**src/common/fir_defines.svh**
```systemverilog
//##########################################################
// FIR subsystem parameters and APB register map
//##########################################################
`ifndef FIR_DEFINES_SVH
`define FIR_DEFINES_SVH

// Datapath geometry
`define FIR_CH_NUM   2
// The adder tree needs a power of two here
`define FIR_TAP_NUM  8
`define FIR_DATA_W   16
`define FIR_COEF_W   18
// Full precision sum grows by log2 of the tap count over one product
`define FIR_ACC_W    (`FIR_DATA_W + `FIR_COEF_W + $clog2(`FIR_TAP_NUM))
`define FIR_SHIFT_W  6

// APB register map
`define FIR_APB_AW         8
`define FIR_APB_DW         32
`define FIR_REG_CTRL       8'h00
`define FIR_REG_COEF_BASE  8'h40
`define FIR_CTRL_EN_BIT    0
`define FIR_CTRL_SHIFT_LSB 8

`endif
```
**src/common/fir_pkg.sv**
```systemverilog
//##########################################################
// Shared vector types of the FIR subsystem
//##########################################################
`include "fir_defines.svh"

package fir_pkg;

    // One two's complement input or output sample
    typedef logic signed [`FIR_DATA_W-1:0] sample_t;

    // One filter tap
    typedef logic signed [`FIR_COEF_W-1:0] coef_t;

    // Full precision sum of all taps of one channel
    typedef logic signed [`FIR_ACC_W-1:0] acc_t;

    // Right shift applied by the output scaler
    typedef logic [`FIR_SHIFT_W-1:0] shift_t;

    //##########################################################
    // APB
    //##########################################################

    typedef logic [`FIR_APB_AW-1:0] apb_addr_t;
    typedef logic [`FIR_APB_DW-1:0] apb_data_t;

endpackage

```
**src/fir/fir_coef_bank.sv**
```systemverilog
`timescale 1ns/1ps
//##########################################################
// Zero-wait APB slave with the control register and the
// coefficient bank that feeds the FIR core in parallel
//##########################################################
`include "fir_defines.svh"

module fir_coef_bank
    import fir_pkg::*;
(
    input  logic                        clk_i,
    input  logic                        rst_i,

    input  logic                        psel_i,
    input  logic                        penable_i,
    input  logic                        pwrite_i,
    input  apb_addr_t                   paddr_i,
    input  apb_data_t                   pwdata_i,
    output apb_data_t                   prdata_o,
    output logic                        pready_o,
    output logic                        pslverr_o,

    output logic                        enable_o,
    output shift_t                      shift_o,
    output coef_t   [`FIR_TAP_NUM-1:0]  coef_o
);

    localparam int IDX_W     = $clog2(`FIR_TAP_NUM);
    localparam int COEF_SPAN = 4 * `FIR_TAP_NUM;
    localparam int SIGN_W    = `FIR_APB_DW - `FIR_COEF_W;

    logic                       access;
    logic                       ctrl_hit;
    logic                       coef_hit;
    apb_addr_t                  coef_off;
    logic [IDX_W-1:0]           coef_idx;
    logic                       enable_q;
    shift_t                     shift_q;
    coef_t [`FIR_TAP_NUM-1:0]   coef_q;
    apb_data_t                  rdata;

    assign access = psel_i & penable_i;

    //##########################################################
    // Address decode
    //##########################################################

    assign ctrl_hit = (paddr_i == `FIR_REG_CTRL);
    assign coef_off = paddr_i - `FIR_REG_COEF_BASE;
    // Coefficients are word aligned, one per 32-bit slot
    assign coef_hit = (paddr_i >= `FIR_REG_COEF_BASE)
                    && (coef_off < COEF_SPAN)
                    && (paddr_i[1:0] == 2'b00);
    assign coef_idx = coef_off[IDX_W+1:2];

    //##########################################################
    // Register writes
    //##########################################################

    always_ff @(posedge clk_i) begin
        if (rst_i) begin
            enable_q <= 1'b0;
            shift_q  <= '0;
            coef_q   <= '0;
        end else if (access && pwrite_i) begin
            if (ctrl_hit) begin
                enable_q <= pwdata_i[`FIR_CTRL_EN_BIT];
                shift_q  <= pwdata_i[`FIR_CTRL_SHIFT_LSB +: `FIR_SHIFT_W];
            end
            if (coef_hit) begin
                coef_q[coef_idx] <= pwdata_i[`FIR_COEF_W-1:0];
            end
        end
    end

    // Coefficients read back sign extended
    always_comb begin
        rdata = '0;
        if (ctrl_hit) begin
            rdata[`FIR_CTRL_EN_BIT]                        = enable_q;
            rdata[`FIR_CTRL_SHIFT_LSB +: `FIR_SHIFT_W]     = shift_q;
        end else if (coef_hit) begin
            rdata = {{SIGN_W{coef_q[coef_idx][`FIR_COEF_W-1]}}, coef_q[coef_idx]};
        end
    end

    assign prdata_o  = access ? rdata : '0;
    assign pready_o  = access;
    assign pslverr_o = access & ~(ctrl_hit | coef_hit);

    assign enable_o  = enable_q;
    assign shift_o   = shift_q;
    assign coef_o    = coef_q;

endmodule

```
**config.mk**
```make
export PLATFORM = sky130hd
export DESIGN_NAME = fir_coef_bank
export DESIGN_NICKNAME = d
export VERILOG_FILES = /design/src/common/fir_pkg.sv /design/src/fir/fir_coef_bank.sv
export VERILOG_INCLUDE_DIRS = /design/src /design/src/common
export SDC_FILE = /design/constraint.sdc
export NUM_CORES = 1
export LEC_CHECK = 0
export BUFFER_PORTS_ARGS = -buffer_cell sky130_fd_sc_hd__buf_2
export CAP_MARGIN = 20
export CELL_PAD_IN_SITES_DETAIL_PLACEMENT = 0
export CELL_PAD_IN_SITES_GLOBAL_PLACEMENT = 1
export CORE_ASPECT_RATIO = 0.8
export CORE_MARGIN = 8
export CORE_UTILIZATION = 30
export CTS_CLUSTER_SIZE = 16
export DETAILED_ROUTE_END_ITERATION = 10
export PLACE_DENSITY = 0.7
export SETUP_SLACK_MARGIN = 0.05
export SLEW_MARGIN = 20
export SYNTH_ARGS = -nofsm -noshare
export SYNTH_HDL_FRONTEND = slang
export SYNTH_SLANG_ARGS = --single-unit
```
**constraint.sdc**
```tcl
create_clock -name clk_i -period 4.3 [get_ports clk_i]
set_clock_uncertainty 0.2 [all_clocks]
set_input_delay 0.43 -clock clk_i [delete_from_list [all_inputs] [get_ports clk_i]]
set_output_delay 0.43 -clock clk_i [all_outputs]
set_load 0.01 [all_outputs]
```
# After elaboration in Yosys (flattened, before gate mapping)
# Index checks and enable logic that the tools add are counted.
dict set report totals {
  ram_bits 0
  in_bits 45
  latchBits 0
  reg_bits 151
  mem_count 0
  rom_bits 0
  wordCells 38
}
dict set report op_classes {
  n_reduce_logical 8
  n_lt_le_gt_ge 4
  shift 0
  addsub 1
  mul 0
  n_eq_ne 0
  n_mux 11
  bitwise 4
  div 0
}
# op n
set ops {}
lappend ops {{144-bit bitwise mux} 1}
lappend ops {{32-bit two-way mux} 2}
lappend ops {{18-bit binary-select mux with 3-bit select} 1}
lappend ops {{18-bit demux with 3-bit select} 1}
lappend ops {{18-bit two-way mux} 3}
lappend ops {{8-bit by 7-bit greater-or-equal comparator with 1-bit output, second input constant} 1}
lappend ops {{8-bit logical NOT} 1}
lappend ops {{8-bit by 6-bit < comparator with 1-bit output, second input constant} 1}
lappend ops {{8-bit by 7-bit subtractor with 8-bit output, second input constant} 1}
lappend ops {{7-bit two-way mux} 1}
lappend ops {{6-bit two-way mux} 1}
lappend ops {{1-bit logical AND} 4}
lappend ops {{3-bit by 4-bit < comparator with 1-bit output, second input constant} 1}
lappend ops {{2-bit AND reduction} 2}
lappend ops {{3-bit by 1-bit greater-or-equal comparator with 1-bit output, second input constant} 1}
lappend ops {{1-bit AND} 2}
lappend ops {{2-bit logical NOT} 1}
lappend ops {{1-bit two-way mux} 1}
lappend ops {{1-bit inverter} 1}
lappend ops {{1-bit bitwise OR} 1}

# Logic depth before layout (Yosys ltp)
dict set report logic_depth {
  ltp_word 7
  mapped_depth 8
  mapped_depth_nobuf 4
}

# Worst setup path before layout
# No wires, ideal clock.
dict set report synth_path {
  path_kind {input -> output}
  start {input paddr_i[5]}
  end {output prdata_o[18]}
  t_arrival_ps 2350
  required_time_ps 3670
  stages 7
  setup_slack_ps 1320
  n_path_buf 4
  cell_sequence {or4_4 buf_6 buf_6 nor2_1 clkbuf_1 and3_1 buf_4}
}
dict set report synth_between {
  elab_chain_len 7
  word_cells_on_any_way 9
  classes_between {add/sub (1); order compare (2); mux (3); reduce/logical (3)}
}
# element line
set synth_rtl {}
lappend synth_rtl {{from (decl)} fir_coef_bank.sv:17} ;# input apb_addr_t paddr_i,
lappend synth_rtl {{8-bit by 7-bit subtractor with 8-bit output (no line)} -}
lappend synth_rtl {{8-bit by 6-bit < comparator with 1-bit output} fir_coef_bank.sv:52} ;# && (coef_off < COEF_SPAN)
lappend synth_rtl {{1-bit logical AND (2 in a row)} fir_coef_bank.sv:51} ;# assign coef_hit = (paddr_i >= `FIR_REG_COEF_BASE)
lappend synth_rtl {{32-bit two-way mux} fir_coef_bank.sv:82} ;# end else if (coef_hit) begin
lappend synth_rtl {{18-bit two-way mux *} fir_coef_bank.sv:79} ;# if (ctrl_hit) begin
lappend synth_rtl {{32-bit two-way mux *} fir_coef_bank.sv:87} ;# assign prdata_o = access ? rdata : '0;
lappend synth_rtl {{to (decl)} fir_coef_bank.sv:19} ;# output apb_data_t prdata_o,
# Mark *: on every way between the ends. The rest lies on a longest branch, timed or not.

# Worst setup path in the final report
dict set report layout_path {
  start {input paddr_i[5]}
  end {output prdata_o[1]}
}
dict set report layout_between {
  elab_chain_len 7
  word_cells_on_any_way 9
  classes_between {add/sub (1); order compare (2); mux (3); reduce/logical (3)}
}
# element line
set layout_rtl {}
lappend layout_rtl {{8-bit by 7-bit subtractor with 8-bit output (no line)} -}
lappend layout_rtl {{8-bit by 6-bit < comparator with 1-bit output} fir_coef_bank.sv:52}
lappend layout_rtl {{1-bit logical AND (2 in a row)} fir_coef_bank.sv:51}
lappend layout_rtl {{32-bit two-way mux} fir_coef_bank.sv:82}
lappend layout_rtl {{7-bit two-way mux *} fir_coef_bank.sv:79}
lappend layout_rtl {{32-bit two-way mux *} fir_coef_bank.sv:87}
# Marks and branches as above.

==> reports/summary.txt <==
worst hold slack across all endpoints - 0.142 ns
fraction of final layout cells sized beyond drive strength 1 - 31.9%
Max Freq - 315 MHz
via/cell ratio - 4.90
synth warn - 0
top area cells in the synthesized netlist - dfxtp_1 44%, mux2i_1 14%, nand2_1 8.7%
distinct cell type count after synthesis - 40
combined area of the multi-input logic cells - 3430 um2
hold violation total from the final report - 0
Setup crit start kind - primary input
Setup TNS - 0 ns
largest fanout of any net on the critical path - 17
maximum single-stage delay on the critical path - 0.69 ns
Slowest cell on crit path - or4_4
fraction of the yosys area taken by sequential cells - 43.7%
maximum root-to-sink buffer count - 2
slew margin rel. - 36.3%
global-route congestion overflow total - 0
layout net count - 1003
required time of the critical path - 3.67 ns
core area - 22600 um2
CP Data Arrival Time - 2.54 ns
total of max-cap violations - 0
Worst VDD drop - 0.217 mV
detailed-route wire length per cell - 21.7 um
Die W - 186 um
Cell Area, Synth - 6920 um2
CTS Buf Count - 17
Util after Layout - 38.4%
CTS H-tree depth - 4
number of global-route vias before repair - 6048
Synth top cells by count - 161 x nand2_1, 151 x dfxtp_1, 96 x mux2i_1, 85 x nor2_1, 74 x a21oi_1
placer's final routability congestion estimate - 0.851
post-detailed-route count of antenna-violating nets - 0
Die Span Y - 152 um
number of nets in the synthesized netlist - 841
leading register cell type out of synthesis - dfxtp_1
DRC violations left - 0
critical path start-end classification - primary input to primary output
share of Yosys cell area claimed by the top area cell type - 43.7%
run status - finished clean
number of buffers inserted for hold repair after clock tree synthesis - 0
number of port buffers - 215
area added between synthesis and finish - 25.1%
clock latency reported for the late side of the worst-skew pair - 0.41 ns
number of primary I/O pins - 230
category of the worst setup path capture point - primary output
Via Count - 6255
FFs w/ async S/R, synth - 0%
cell breakdown of the critical path - buf_2, or4_4, nor2_1, buf_4, o21ai_0, a221oi_1, buf_2
period utilisation layout - 73.7%
first-pass GRT wire length - 40900 um
clock tree from TritonCTS - built
detailed router's first-iteration violation count - 448
final max-slew violation count - 0
synthesized area divided by synthesized cell count - 8.69 um2
global routing usage summed across all routing layers - 19.2%
clock-pin slew reported for the worst setup and hold paths after clock tree synthesis - 0.06 ns
number of synthesized flops with an enable pin - 0
count of fill cells added during filler insertion - 2387
register cell area after layout - 3020 um2
effective utilization at floorplan - 30.7%
Placement Rows - 49
cell accounting for the most synthesized area - dfxtp_1
Num Clock Sinks - 151
first-pass iteration count of the detailed router - 5
clock root buffer - clkbuf_16
flip-flop and latch count after synthesis - 151
total setup violations reported at the end of the flow - 0
most frequent cell on the critical path - buf_2
Total Routed Length - 27700 um
slew at the pin closest to its max-slew limit - 0.955 ns
initial antenna violation count - 1
Period minus WS final - 3.17 ns
die area - 28200 um2
unrepaired setup endpoints after global routing - false
Resized cells post-CTS - 0
largest net degree at the start of global routing - 84
areal power density over the cells - 350 nW/um2
cell with the most instances after synthesis - nand2_1
hpwl dp - 20000 um
leakage power - 3.78 nW
number of instances in the synthesized netlist - 796
post-CTS repair timing setup buffer count - 0
class of the most critical hold timing path - primary input to flop
path summary, 6_finish.rpt:
check / from / to / slack (ns) / depth (start not counted)
worst max-delay path: paddr_i[5] / prdata_o[1] / 1.13 / 7
worst min-delay path: pwdata_i[7] / coef_o[97]$_SDFFE_PP0P_ / 0.14 / 3
worst max register to register: coef_o[105]$_SDFFE_PP0P_ / coef_o[105]$_SDFFE_PP0P_ / 3.37 / 2
worst min register to register: coef_o[21]$_SDFFE_PP0P_ / coef_o[21]$_SDFFE_PP0P_ / 0.27 / 2
power breakdown:
group	internal (W)	switching, W
clock	0.000863	0.000589
combinational	0.0000486	0.000130
sequential	0.00140	0.000000418
per-stage QoR:
stage          worst slack, ns  cells  total power (W)  area, um2
3_3_place_gp              1.18   1245          0.00161       8080
6_report                  1.13   1276          0.00303       8650
3_5_place_dp              1.16   1245          0.00161       8080
5_1_grt                   1.03   1276          0.00314       8650
4_1_cts                   1.16   1275          0.00306       8650
2_1_floorplan             1.32    796          0.00154       6920
cells by family (layout without fill, tap and decap cells):
| logic type | after synthesis | in the layout | share of synthesized area, % |
|---|---|---|---|
| compound gates | 141 | 141 | 12.2 |
| buf+inv | 94 | 267 | 6.91 |
| flops | 151 | 151 | 43.7 |
| mux | 121 | 121 | 18.6 |
| other cells | 0 | 1 | 0 |
| simple gates | 289 | 289 | 18.6 |
routing by layer:
metal,GRT usage [%],up-vias,share of wire (%)
met5,0,-,0
met4,5.25,0,1.5
met3,4.43,20,6.3
met2,27.7,208,43
met1,27.9,2999,49
li1,-,3028,-
registers in the layout, summed over array words and instances, names as in the netlist:
signal and count:
coef_o 144, shift_o 6, enable_o 1
cells in the final DEF (no fill, tap or decap), types with 3 or more instances in the layout:
master / synthesis / routed
a21oi_1: 74 / 74
o221a_2: 4 / 4
o22ai_1: 19 / 19
clkbuf_16: 0 / 17
nor2_1: 85 / 85
o22a_1: 3 / 3
nor4_2: 1 / 3
o21ai_0: 20 / 20
mux2i_1: 96 / 96
mux4_2: 4 / 4
clkinv_2: 0 / 4
dfxtp_1: 151 / 151
buf_4: 22 / 19
o221ai_1: 9 / 9
nand2b_1: 8 / 8
and3_1: 6 / 6
or4_1: 4 / 4
nor4_4: 5 / 5
clkbuf_8: 0 / 5
buf_2: 10 / 214
nand3_1: 4 / 4
mux2_2: 21 / 21
or2_2: 4 / 4
clkinvlp_4: 0 / 3
nand2_1: 161 / 161
cell type report:
class / count / share of cell area (%)
Timing Repair Buffer: 234 / 14.3
Inverter: 3 / 0.130
Clock buffer: 22 / 5.71
Clock inverter: 8 / 0.839
Multi-Input combinational cell: 551 / 39.7
Tap cell: 306 / 4.42
Antenna cell: 1 / 0.0289
Sequential cell: 151 / 34.9
critical path: cells and delay by family:
kind            cells  cell delay (ns)
compound gates      2             0.51
buf+inv             3             0.58
simple gates        2             1.01
(Power assumes the default switching activity.)
